### src/common/inouttraffic_cfg.svh
`ifndef INOUTTRAFFIC_CFG_SVH
`define INOUTTRAFFIC_CFG_SVH

// ********************
// fifo sizing, in 16-bit words
// ********************
`define INPUT_FIFO_DEPTH	16
`define OUTPUT_FIFO_DEPTH	32

// mix pipeline depth, one round per stage
`define MIX_ROUNDS	4
// room for the words in flight plus one trailer
`define OUTPUT_PROG_FREE	(`MIX_ROUNDS + 3)

// header type byte that carries data
`define PKT_TYPE_DATA	8'h01

// ********************
// vendor command/request register map
// ********************
`define VCR_ADDR_HS_EN	8'h01
`define VCR_ADDR_KEY_LO	8'h02
`define VCR_ADDR_KEY_HI	8'h03
`define VCR_ADDR_STATUS	8'h10
`define VCR_ADDR_PKT_COUNT	8'h11

`endif

### src/common/inouttraffic_pkg.sv
package inouttraffic_pkg;

	// ********************
	// data widths
	// ********************

	// host link word, also the width through the whole pipeline
	typedef logic [15:0] word_t;

	// one vcr register value
	typedef logic [7:0] byte_t;

	// payload length from the header low byte
	typedef logic [7:0] pkt_len_t;

	// vcr address latch
	typedef logic [7:0] vcr_addr_t;

	// mixing key, two vcr bytes
	typedef logic [15:0] key_t;

	// ********************
	// packet parser fsm
	// ********************
	typedef enum logic [1:0] {
		PS_HEADER,	// waiting for type/length word
		PS_PAYLOAD,	// forwarding data words
		PS_DISCARD	// swallowing a bad packet
	} parser_state_e;

endpackage

### src/hw/hs_io/hs_input_fifo.sv
`timescale 1ns/1ns
`include "inouttraffic_cfg.svh"

module hs_input_fifo (
	input logic ifclk,
	input logic rst_n,
	input logic hs_en,	// from vcr
	input inouttraffic_pkg::word_t fifo_din,
	input logic fifo_wr,
	output logic fifo_full,
	output inouttraffic_pkg::word_t in_word,
	input logic in_rd,
	output logic in_empty,
	output logic overflow	// sticky, dropped host write
);

	localparam int DEPTH = `INPUT_FIFO_DEPTH;
	localparam int PW = $clog2(DEPTH);
	localparam int CW = $clog2(DEPTH + 1);

	inouttraffic_pkg::word_t mem [DEPTH];
	logic [PW-1:0] wr_ptr, rd_ptr;
	logic [CW-1:0] count;
	logic do_wr, do_rd;

	assign fifo_full = (count == CW'(DEPTH));
	assign in_empty = (count == '0);
	assign in_word = mem[rd_ptr];	// head word, valid when !in_empty

	assign do_wr = fifo_wr & hs_en & ~fifo_full;
	assign do_rd = in_rd & ~in_empty;

	// storage, high and low byte exchanged on the way in
	always_ff @(posedge ifclk) begin
		if (do_wr)
			mem[wr_ptr] <= {fifo_din[7:0], fifo_din[15:8]};
	end

	always_ff @(posedge ifclk or negedge rst_n) begin
		if (!rst_n) begin
			wr_ptr <= '0;
			rd_ptr <= '0;
			count <= '0;
			overflow <= 1'b0;
		end else begin
			if (do_wr)
				wr_ptr <= wr_ptr + 1'b1;	// depth is a power of two, wraps
			if (do_rd)
				rd_ptr <= rd_ptr + 1'b1;
			case ({do_wr, do_rd})
				2'b10: count <= count + 1'b1;
				2'b01: count <= count - 1'b1;
				default: count <= count;	// both or neither
			endcase
			// host ignored fifo_full
			if (fifo_wr && hs_en && fifo_full)
				overflow <= 1'b1;
		end
	end

endmodule

### src/hw/pkt_comm/pkt_parser.sv
`timescale 1ns/1ns
`include "inouttraffic_cfg.svh"

module pkt_parser (
	input logic ifclk,
	input logic rst_n,
	input inouttraffic_pkg::word_t in_word,
	input logic in_empty,
	output logic in_rd,
	input logic out_prog_full,	// output stage low on room
	output inouttraffic_pkg::word_t pay_word,
	output logic pay_valid,
	output logic pay_last,
	output logic pkt_error,	// sticky
	output inouttraffic_pkg::byte_t pkt_count
);

	inouttraffic_pkg::parser_state_e state;
	inouttraffic_pkg::pkt_len_t remain;	// words left in packet
	inouttraffic_pkg::byte_t hdr_type;
	inouttraffic_pkg::pkt_len_t hdr_len;
	logic pop;
	logic last_word;

	// header layout after byte swap
	assign hdr_type = in_word[15:8];
	assign hdr_len = in_word[7:0];

	// pop whenever there is data and room downstream, in every state
	assign pop = ~in_empty & ~out_prog_full;
	assign in_rd = pop;
	assign last_word = (remain == inouttraffic_pkg::pkt_len_t'(1));

	// ********************
	// framing fsm
	// ********************
	always_ff @(posedge ifclk or negedge rst_n) begin
		if (!rst_n) begin
			state <= inouttraffic_pkg::PS_HEADER;
			remain <= '0;
			pay_valid <= 1'b0;
			pay_last <= 1'b0;
			pkt_error <= 1'b0;
			pkt_count <= '0;
		end else begin
			pay_valid <= 1'b0;	// single-cycle strobes
			pay_last <= 1'b0;

			// good packet done once its last word has left
			if (pay_valid && pay_last)
				pkt_count <= pkt_count + 1'b1;	// wraps mod 256

			if (pop) begin
				case (state)
					inouttraffic_pkg::PS_HEADER: begin
						remain <= hdr_len;
						if (hdr_len == '0) begin
							pkt_error <= 1'b1;	// empty packet, nothing to skip
						end else if (hdr_type != `PKT_TYPE_DATA) begin
							pkt_error <= 1'b1;
							state <= inouttraffic_pkg::PS_DISCARD;
						end else begin
							state <= inouttraffic_pkg::PS_PAYLOAD;
						end
					end
					inouttraffic_pkg::PS_PAYLOAD: begin
						pay_valid <= 1'b1;
						pay_last <= last_word;
						remain <= remain - 1'b1;
						if (last_word)
							state <= inouttraffic_pkg::PS_HEADER;
					end
					inouttraffic_pkg::PS_DISCARD: begin
						remain <= remain - 1'b1;	// pop only, nothing forwarded
						if (last_word)
							state <= inouttraffic_pkg::PS_HEADER;
					end
					default: state <= inouttraffic_pkg::PS_HEADER;
				endcase
			end
		end
	end

	// payload register
	always_ff @(posedge ifclk) begin
		if (pop && state == inouttraffic_pkg::PS_PAYLOAD)
			pay_word <= in_word;
	end

endmodule

### src/hw/mix_core.sv
`timescale 1ns/1ns
`include "inouttraffic_cfg.svh"

module mix_core (
	input logic ifclk,
	input logic rst_n,
	input inouttraffic_pkg::key_t key,
	input inouttraffic_pkg::word_t pay_word,
	input logic pay_valid,
	input logic pay_last,
	output inouttraffic_pkg::word_t mix_word,
	output logic mix_valid,
	output logic mix_last
);

	localparam int ROUNDS = `MIX_ROUNDS;

	inouttraffic_pkg::word_t stage_word [ROUNDS];
	logic [ROUNDS-1:0] stage_valid;
	logic [ROUNDS-1:0] stage_last;

	// one round: rotl 3, xor key, add round number
	function automatic inouttraffic_pkg::word_t mix_round(
		input inouttraffic_pkg::word_t w,
		input inouttraffic_pkg::key_t k,
		input int unsigned rnd
	);
		inouttraffic_pkg::word_t rot;
		rot = {w[12:0], w[15:13]};
		return (rot ^ k) + inouttraffic_pkg::word_t'(rnd);	// mod 2^16
	endfunction

	// ********************
	// data path, no stall
	// ********************
	always_ff @(posedge ifclk) begin
		stage_word[0] <= mix_round(pay_word, key, 1);
		for (int i = 1; i < ROUNDS; i++)
			stage_word[i] <= mix_round(stage_word[i-1], key, i + 1);
	end

	// valid and last ride along with the data
	always_ff @(posedge ifclk or negedge rst_n) begin
		if (!rst_n) begin
			stage_valid <= '0;
			stage_last <= '0;
		end else begin
			stage_valid <= {stage_valid[ROUNDS-2:0], pay_valid};
			stage_last <= {stage_last[ROUNDS-2:0], pay_valid & pay_last};
		end
	end

	// exactly ROUNDS cycles after pay_valid
	assign mix_word = stage_word[ROUNDS-1];
	assign mix_valid = stage_valid[ROUNDS-1];
	assign mix_last = stage_last[ROUNDS-1];

endmodule

### src/hw/hs_io/hs_output_fifo.sv
`timescale 1ns/1ns
`include "inouttraffic_cfg.svh"

module hs_output_fifo (
	input logic ifclk,
	input logic rst_n,
	input inouttraffic_pkg::word_t mix_word,
	input logic mix_valid,
	input logic mix_last,
	input logic out_rd,
	output inouttraffic_pkg::word_t out_dout,
	output logic out_empty,
	output logic out_prog_full	// stalls the parser
);

	localparam int DEPTH = `OUTPUT_FIFO_DEPTH;
	localparam int PW = $clog2(DEPTH);
	localparam int CW = $clog2(DEPTH + 1);

	inouttraffic_pkg::word_t mem [DEPTH];
	logic [PW-1:0] wr_ptr, rd_ptr;
	logic [CW-1:0] count;
	inouttraffic_pkg::word_t csum;	// running xor of the packet
	logic trailer_pend;	// csum goes in this cycle
	logic full, do_wr, do_rd;
	inouttraffic_pkg::word_t wr_data;

	assign full = (count == CW'(DEPTH));
	assign out_empty = (count == '0);
	assign out_prog_full = ((CW'(DEPTH) - count) < CW'(`OUTPUT_PROG_FREE));
	assign out_dout = mem[rd_ptr];

	// mix word and trailer never collide, header cycle in between
	assign wr_data = trailer_pend ? csum : mix_word;
	assign do_wr = (mix_valid | trailer_pend) & ~full;
	assign do_rd = out_rd & ~out_empty;

	always_ff @(posedge ifclk) begin
		if (do_wr)
			mem[wr_ptr] <= wr_data;
	end

	always_ff @(posedge ifclk or negedge rst_n) begin
		if (!rst_n) begin
			wr_ptr <= '0;
			rd_ptr <= '0;
			count <= '0;
			csum <= '0;
			trailer_pend <= 1'b0;
		end else begin
			if (do_wr)
				wr_ptr <= wr_ptr + 1'b1;
			if (do_rd)
				rd_ptr <= rd_ptr + 1'b1;
			count <= count + CW'(do_wr) - CW'(do_rd);
			// ********************
			// checksum trailer
			// ********************
			trailer_pend <= mix_valid & mix_last;
			if (trailer_pend)
				csum <= '0;	// trailer written, next packet
			else if (mix_valid)
				csum <= csum ^ mix_word;	// last word included
		end
	end

endmodule

### src/hw/vcr_regs.sv
`timescale 1ns/1ns
`include "inouttraffic_cfg.svh"

module vcr_regs (
	input logic ifclk,
	input logic rst_n,
	input inouttraffic_pkg::byte_t vcr_din,
	input logic vcr_addr_wr,	// latch address
	input logic vcr_data_wr,	// write addressed reg
	output inouttraffic_pkg::byte_t vcr_dout,
	input logic overflow,
	input logic pkt_error,
	input inouttraffic_pkg::byte_t pkt_count,
	output logic hs_en,
	output inouttraffic_pkg::key_t key
);

	inouttraffic_pkg::vcr_addr_t addr;
	inouttraffic_pkg::byte_t key_lo, key_hi;

	assign key = {key_hi, key_lo};

	// ********************
	// control registers
	// ********************
	always_ff @(posedge ifclk or negedge rst_n) begin
		if (!rst_n) begin
			addr <= '0;	// reads zero until addressed
			hs_en <= 1'b0;
			key_lo <= '0;
			key_hi <= '0;
		end else begin
			if (vcr_addr_wr)
				addr <= vcr_din;
			if (vcr_data_wr) begin
				case (addr)
					`VCR_ADDR_HS_EN: hs_en <= vcr_din[0];
					`VCR_ADDR_KEY_LO: key_lo <= vcr_din;
					`VCR_ADDR_KEY_HI: key_hi <= vcr_din;
					default: ;	// status regs are read only
				endcase
			end
		end
	end

	// read mux, combinational
	always_comb begin
		case (addr)
			`VCR_ADDR_HS_EN: vcr_dout = {7'b0, hs_en};
			`VCR_ADDR_KEY_LO: vcr_dout = key_lo;
			`VCR_ADDR_KEY_HI: vcr_dout = key_hi;
			`VCR_ADDR_STATUS: vcr_dout = {6'b0, pkt_error, overflow};
			`VCR_ADDR_PKT_COUNT: vcr_dout = pkt_count;
			default: vcr_dout = '0;	// unmapped
		endcase
	end

endmodule

### src/hw/ztex_inouttraffic.sv
`timescale 1ns/1ns

module ztex_inouttraffic (
	input logic ifclk,
	input logic rst_n,

	// high-speed host link
	input inouttraffic_pkg::word_t fifo_din,
	input logic fifo_wr,
	output logic fifo_full,
	output inouttraffic_pkg::word_t out_dout,
	input logic out_rd,
	output logic out_empty,

	// vendor command/request
	input inouttraffic_pkg::byte_t vcr_din,
	input logic vcr_addr_wr,
	input logic vcr_data_wr,
	output inouttraffic_pkg::byte_t vcr_dout
);

	// input fifo -> parser
	inouttraffic_pkg::word_t in_word;
	logic in_empty, in_rd;

	// parser -> mix core
	inouttraffic_pkg::word_t pay_word;
	logic pay_valid, pay_last;

	// mix core -> output stage
	inouttraffic_pkg::word_t mix_word;
	logic mix_valid, mix_last;
	logic out_prog_full;	// back to the parser

	// status / control
	logic hs_en, overflow, pkt_error;
	inouttraffic_pkg::byte_t pkt_count;
	inouttraffic_pkg::key_t key;

	// ********************
	// host input
	// ********************
	hs_input_fifo u_hs_input_fifo (
		.ifclk(ifclk), .rst_n(rst_n), .hs_en(hs_en),
		.fifo_din(fifo_din), .fifo_wr(fifo_wr), .fifo_full(fifo_full),
		.in_word(in_word), .in_rd(in_rd), .in_empty(in_empty),
		.overflow(overflow)
	);

	pkt_parser u_pkt_parser (
		.ifclk(ifclk), .rst_n(rst_n),
		.in_word(in_word), .in_empty(in_empty), .in_rd(in_rd),
		.out_prog_full(out_prog_full),
		.pay_word(pay_word), .pay_valid(pay_valid), .pay_last(pay_last),
		.pkt_error(pkt_error), .pkt_count(pkt_count)
	);

	// ********************
	// example application
	// ********************
	mix_core u_mix_core (
		.ifclk(ifclk), .rst_n(rst_n), .key(key),
		.pay_word(pay_word), .pay_valid(pay_valid), .pay_last(pay_last),
		.mix_word(mix_word), .mix_valid(mix_valid), .mix_last(mix_last)
	);

	hs_output_fifo u_hs_output_fifo (
		.ifclk(ifclk), .rst_n(rst_n),
		.mix_word(mix_word), .mix_valid(mix_valid), .mix_last(mix_last),
		.out_rd(out_rd), .out_dout(out_dout), .out_empty(out_empty),
		.out_prog_full(out_prog_full)
	);

	// ********************
	// vcr registers
	// ********************
	vcr_regs u_vcr_regs (
		.ifclk(ifclk), .rst_n(rst_n),
		.vcr_din(vcr_din), .vcr_addr_wr(vcr_addr_wr), .vcr_data_wr(vcr_data_wr),
		.vcr_dout(vcr_dout),
		.overflow(overflow), .pkt_error(pkt_error), .pkt_count(pkt_count),
		.hs_en(hs_en), .key(key)
	);

endmodule

### config.mk
export PLATFORM = sky130hd
export DESIGN_NAME = ztex_inouttraffic
export DESIGN_NICKNAME = d
export VERILOG_FILES = /design/src/common/inouttraffic_pkg.sv /design/src/hw/hs_io/hs_input_fifo.sv /design/src/hw/pkt_comm/pkt_parser.sv /design/src/hw/mix_core.sv /design/src/hw/hs_io/hs_output_fifo.sv /design/src/hw/vcr_regs.sv /design/src/hw/ztex_inouttraffic.sv
export VERILOG_INCLUDE_DIRS = /design/src /design/src/common
export SDC_FILE = /design/constraint.sdc
export NUM_CORES = 1
export LEC_CHECK = 0
export BUFFER_PORTS_ARGS = -buffer_cell sky130_fd_sc_hd__buf_2
export CAP_MARGIN = 40
export CORE_MARGIN = 5
export CORE_UTILIZATION = 35
export CTS_CLUSTER_SIZE = 24
export DETAILED_ROUTE_END_ITERATION = 10
export PLACE_DENSITY = 0.54
export SKIP_CTS_REPAIR_TIMING = 1
export SLEW_MARGIN = 20
export SYNTH_ARGS = -nofsm -noshare
export SYNTH_HDL_FRONTEND = slang
export SYNTH_SLANG_ARGS = --single-unit
### constraint.sdc
create_clock -name ifclk -period 3.55 [get_ports ifclk]
set_input_delay 0.71 -clock ifclk [delete_from_list [all_inputs] [get_ports ifclk]]
set_output_delay 0.71 -clock ifclk [all_outputs]
set_load 0.005 [all_outputs]
Yosys cells after proc, flatten, opt, wreduce, memory -nomap -nowiden
Memory sizes are Yosys's and may differ from the RTL's.
Index checks and enable logic that the tools add are counted.

word-level totals
  memories kept = 3
  output and inout port bits = 26
  register bits = 117
  bits of input ports = 30
  word-level logic and storage cells = 114
  RAM bits = 832

memories
  name                   words  bits a word  read ports  clocked after memory_dff  wr ports  line                  source
  u_hs_output_fifo.mem   32     16           1           0                         1         hs_output_fifo.sv:20  inouttraffic_pkg::word_t mem [DEPTH];
  u_hs_input_fifo.mem    16     16           1           0                         1         hs_input_fifo.sv:21   inouttraffic_pkg::word_t mem [DEPTH];
  u_mix_core.stage_word  4      16           4           0                         4         mix_core.sv:18        inouttraffic_pkg::word_t stage_word [ROUNDS];

cells by class
  order comparisons = 1
  equality and inequality tests = 15
  reduce and logical (&&, ||, !) cells = 19
  $add $sub $neg = 15
  multiplexer cells = 20
  bitwise operators = 19

operator list
  cell                   number
  $xor 16x16->16         5
  $mux 16                3
  $pmux 8 s5             1
  $add 16x2->16 const B  2
  $add 16x1->16 const B  1
  $add 16x3->16 const B  1
  $eq 8x1->1 const B     2
  $eq 8x2->1 const B     2
  $eq 8x5->1 const B     2
  $pmux 8 s2             1
  $add 5x1->5 const B    3
  $mux 1                 10
  $pmux 5 s2             1
  $add 4x1->4 const B    2
  $add 8x1->8 const B    1
  $and 1x1->1            8
  $logic_not 8->1        1
  $ne 8x1->1 const B     1
  $reduce_and 2->1       4
  $reduce_bool 2->1      4
  $sub 8x1->8 const B    1
  $add 6x1->6            1
  $eq 6x6->1 const B     1
  $logic_not 6->1        1
  other kinds (18)       30

Depth between registers and ports, before layout
  word-level depth = 7
  gate-level depth with buffers = 16
  mapped depth without buffers = 15

Hierarchy
From an unflattened synthesis, not the netlist that was laid out.

unflattened totals
  cell total of the unflattened synthesis = 2133
  area, all modules = 38464.4 um^2

by module, submodules not included
  module          cells each  area an instance (um^2)  seq. area each (um^2)  times used
  hs_output_fifo  1066        21551.9                  16200.5                1
  hs_input_fifo   553         10876.7                  8037.7                 1
  mix_core        280         3100.5                   1481.4                 1
  pkt_parser      128         1637.8                   1006.0                 1
  vcr_regs        106         1297.5                   625.6                  1

Worst setup path after synthesis
OpenSTA, ideal clock, no wires.

  path kind = register to output
  from = reg u_hs_output_fifo.rd_ptr[0]
  to = out out_dout[0]
  data arrival time = 2565 ps
  path buffers = 3
  stages on the path, launching flop included = 7
  data required time = 2840 ps
  slack = 275 ps
  cell sequence = dfrtp_1 -> clkbuf_1 -> clkbuf_1 -> buf_1 -> mux4_2 -> mux4_2 -> mux2_2

on the way
  longest elaborated chain between the ends = 1

ends and longest elaborated chain
  item                    line                     source
  start, declared         hs_output_fifo.sv:21     logic [PW-1:0] wr_ptr, rd_ptr;
  start signal, assigned  hs_output_fifo.sv:54     rd_ptr <= rd_ptr + 1'b1;
  $mem_v2 32x16           n/a
  end, declared           ztex_inouttraffic.sv:11  output inouttraffic_pkg::word_t out_dout,

No other way between the ends.

Final worst setup path
  from = reg u_hs_output_fifo.rd_ptr[0]
  to = out out_dout[6]

The elaborated chain is that of the path after synthesis.

==> results.txt <==
----------------------------------------------------
[Status]
  Result of the run ... finished with violations
  Failing checks ... setup timing

[Synth]
  Mapped Avg Cell Area ... 19.3 um2
  Synthesized net count ... 2025
  Number of enable flip-flop cells after synthesis ... ~780
  Yosys reg bits ... 949
  Most area-hungry cell type in the Yosys netlist ... edfxtp_1
  Dominant cells by area after synthesis ... edfxtp_1, mux4_2, dfrtp_1
  Fraction of registers with async set/reset ... 10.6%
  Count of warnings emitted by yosys ... 0
  Synthesized instance count ... approximately 2000
  Prevailing post-synth register cell ... edfxtp_1
  Count of different cell masters after synthesis ... 59
  Share of the yosys chip area belonging to registers ... 72.5%
  Fraction of synthesized cell area taken by the top area cell type ... 62.4%
  Synth Cell Area ... 37700 um2

[Die]
  Width of the die ... approximately 340 um
  Standard-cell row count ... 120
  Top-level I/O count ... 56
  Initial Util ... 35.2%
  Floorplan core area ... 107000 um2
  DIE HEIGHT ... 338 um
  Area enclosed by the die boundary ... between 100000 and 150000 um2

[Pwr]
  Switching portion of total power ... 29.3%
  Leak Pwr ... 15.0 nW
  P_sw ... 10.2 mW
  Pwr/cell area ... just under 800 nW/um2
  Clock group share of total power ... 28.7%
  Total design power ... 34.8 mW
  Internal power of the cells ... 24.6 mW
  Register share of total power ... 40.8%
  Share of total power in combinational logic ... 30.5%
  Max IR drop VDD ... 492 uV

[Global route]
  Initial antenna violation count ... 2
  Largest net degree at the start of global routing ... 65
  GRT Residual Overflow ... 0
  GRT Util Overall ... 15.0%
  Wire length of the first global-routing pass ... 130000 um
  Number of global-route vias before repair ... between 15000 and 20000

[Worst setup path]
  Data required, critical path ... roughly 2.8 ns
  Worst reg2reg endpoint ... u_pkt_parser.state[1]
  Critical path peak fanout ... 8
  Critical path class ... register to output pin
  Worst Setup End Kind ... output pin
  Critical register-to-register path startpoint ... u_hs_input_fifo.rd_ptr[0]
  Reg2Reg Setup Slack ... about 0.3 ns
  CP Launch Type ... register
  Length in cells of the worst reg-to-reg path ... 6
  Crit path DAT ... 3.06 ns

[Clocking]
  Root cell of the clock tree ... clkbuf_16
  CTS Buf Count ... slightly below 100
  Clk_lat worst skew ... ~0.67 ns
  Clock Sinks ... 949
  CTS tree ... built
  Worst-case clock buffer depth ... 3
  H-tree depth reported by CTS ... 3
  CTS clock-pin slew for the worst setup and hold paths ... approximately 0.060 ns

[Hold path]
  Tightest Hold Check Type ... input pin to async pin

[Detailed routing]
  DR WL/cell ... roughly 24 um
  DRC Markers ... 0
  Total number of vias ... 18576
  WL final ... 87900 um
  Per-cell via count in the routed design ... 5.11
  Number of nets still failing antenna checks after routing ... 0
  Initial detailed-routing violation count ... roughly 1500
  Detailed-routing iteration count for the pre-antenna-repair pass ... 6

[STA]
  Final setup fails ... 16
  Smallest setup slack after layout ... -0.218 ns
  Worst slew slack as a fraction of its limit ... 49.9%
  Total count of max-transition violations in the final report ... 0
  Final period util ... 106%
  Post-layout min period ... about 3.8 ns
  Achievable clock frequency ... approximately 0.27 GHz
  Setup TNS ... -2.78 ns
  Worst Skew ... 0.0322 ns
  Number of hold violations in the final report ... 0
  Worst slew pin tran ... 0.745 ns
  RSZ-0062 raised after global routing ... yes

[Placement]
  Placer congestion estimate ... 0.758
  Buffers added on ports ... 55
  Post-DP HPWL ... 53900 um

[Flow run]
  Maximum capacitance violations ... 0

[Layout]
  Area of the multi-input gates ... 9980 um2
  Layout-stage area growth over the synthesis result ... 17.1%
  Nets ... 2220
  Combined flip-flop and latch cell area ... 27400 um2
  Share of final-layout standard cells stronger than drive strength 1 ... 30.1%
  Number of fill cells ... about 9400

----------------------------------------------------
==> layout make-up <==
class,instances,area share (%)
flip-flops and latches,949,61.9
multi-input cells,881,22.6
clock buffers,122,5.92
repair buffers,191,4.12
well taps,1403,3.97
clock inverters,54,1.22
inverters,34,0.289
diodes,1,0.00566
==> cells in the mapped netlist, types with 12 or more instances <==
cell      number
buf_1         19
ha_1          34
nor3_1        17
mux2i_1       28
a22oi_1       16
dfrtp_1      101
edfxtp_1     784
dfxtp_1       64
mux4_2       211
a21oi_1       15
xor2_1        67
inv_1         33
nand4_1       12
o21ai_0       21
nor2_1       106
mux2_2        64
clkbuf_1      56
xnor2_1       95
nand2_1       69
==> power groups by stage <==
stage	clock (mW)	combinational (mW)	sequential, mW
6_report	10.0	10.6	14.2
5_1_grt	10.7	11.5	14.3
4_1_cts	10.3	9.80	14.2
3_5_place_dp	0	9.76	14.4
3_3_place_gp	0	9.58	14.4
2_1_floorplan	0	6.86	14.0
==> critical path, stage by stage (launching register included) <==
cell and delay, ns:
dfrtp_4 0.52, buf_12 0.20, buf_12 0.15, mux4_2 0.51, mux4_2 0.57, mux2_4 0.31
buf_6 0.12
==> logic make-up (layout without fill, tap and decap cells) <==
logic type | Yosys count | count (layout) | synth area share [%]
other | 0 | 1 | 0
flip-flops | 949 | 949 | 72.5
adder cells (fa/ha/maj) | 35 | 35 | 1.18
XOR/XNOR | 162 | 162 | 3.76
AND/OR/NAND/NOR | 286 | 286 | 3.65
buffers and inverters | 130 | 401 | 1.58
multiplexers | 310 | 310 | 15.7
AO/OA/AOI/OAI | 88 | 88 | 1.61
==> metal layers <==
metal	GRT usage [%]	wire length (um)	up-vias	share of wire [%]
met5	0	13	-	0.015
li1	-	-	8131	-
met3	2.33	4080	122	4.6
met4	4.06	1970	2	2.2
met1	20.6	38000	9866	43
met2	25.2	43900	455	50
==> cell usage in the layout (no fill, tap or decap), types with 7 or more instances in the layout <==
master | synthesis | layout
a21oi_1 | 15 | 15
a221oi_1 | 11 | 11
a222oi_1 | 7 | 7
a22oi_1 | 16 | 16
and2_1 | 9 | 9
buf_12 | 2 | 12
buf_2 | 7 | 41
buf_4 | 5 | 108
buf_6 | 6 | 14
bufinv_16 | 0 | 7
clkbuf_1 | 56 | 19
clkbuf_16 | 0 | 109
clkinv_1 | 0 | 15
clkinv_2 | 0 | 15
dfrtp_1 | 101 | 95
dfxtp_1 | 64 | 64
edfxtp_1 | 784 | 784
ha_1 | 34 | 34
inv_1 | 33 | 33
mux2_2 | 64 | 48
mux2_4 | 0 | 16
mux2i_1 | 28 | 28
mux4_1 | 7 | 7
mux4_2 | 211 | 211
nand2_1 | 69 | 69
nand2b_1 | 9 | 9
nand3_1 | 11 | 11
nand3b_1 | 7 | 7
nand4_1 | 12 | 12
nor2_1 | 106 | 62
nor2_2 | 0 | 44
nor2b_1 | 9 | 9
nor3_1 | 17 | 13
nor3b_1 | 8 | 8
o21ai_0 | 21 | 21
xnor2_1 | 95 | 95
xor2_1 | 67 | 67
==> through the flow <==
step,utilization (%),hold slack (ns),instance area [um2],instances,setup WS [ns]
after global routing,41.3,0.0873,44200,3634,-0.307
final,41.3,0.0579,44200,3635,-0.218
after detailed placement,37.8,0.335,40500,3435,0.261
after global placement,37.8,0.336,40500,3435,0.336
after CTS,40.8,0.0569,43600,3611,-0.345
after floorplan,-,0.331,37700,1960,0.275
==> flip-flops by register name, indices dropped and copies added (netlist names), 2 cells and up <==
register,cells
u_hs_input_fifo.wr_ptr,4
u_pkt_parser.remain,8
u_hs_output_fifo.wr_ptr,5
u_vcr_regs.key_hi,8
u_hs_input_fifo.mem,256
u_hs_output_fifo.mem,512
u_pkt_parser.state,2
u_hs_output_fifo.count,6
u_mix_core.stage_valid,4
u_vcr_regs.addr,8
u_mix_core.stage_word,64
u_pkt_parser.pay_word,16
u_hs_output_fifo.csum,16
u_hs_output_fifo.rd_ptr,5
u_hs_input_fifo.rd_ptr,4
u_vcr_regs.key_lo,8
u_pkt_parser.pkt_count,8
u_hs_input_fifo.count,5
u_mix_core.stage_last,4
==> how the worst max path moves through the flow <==
stage / startpoint / to / cells after the start / slack [ns]
2_1_floorplan: u_hs_output_fifo.rd_ptr[0] / out_dout[0] / 6 / 0.27
5_1_grt: u_hs_output_fifo.rd_ptr[0] / out_dout[6] / 6 / -0.31
3_3_place_gp: u_hs_input_fifo.rd_ptr[0] / u_pkt_parser.state[1] / 6 / 0.34
3_5_place_dp: u_hs_input_fifo.rd_ptr[0] / u_pkt_parser.state[1] / 7 / 0.26
4_1_cts: u_hs_output_fifo.rd_ptr[0] / out_dout[5] / 6 / -0.35
6_report: u_hs_output_fifo.rd_ptr[0] / out_dout[6] / 6 / -0.22
Note: power is estimated with default switching activity, not from simulation.
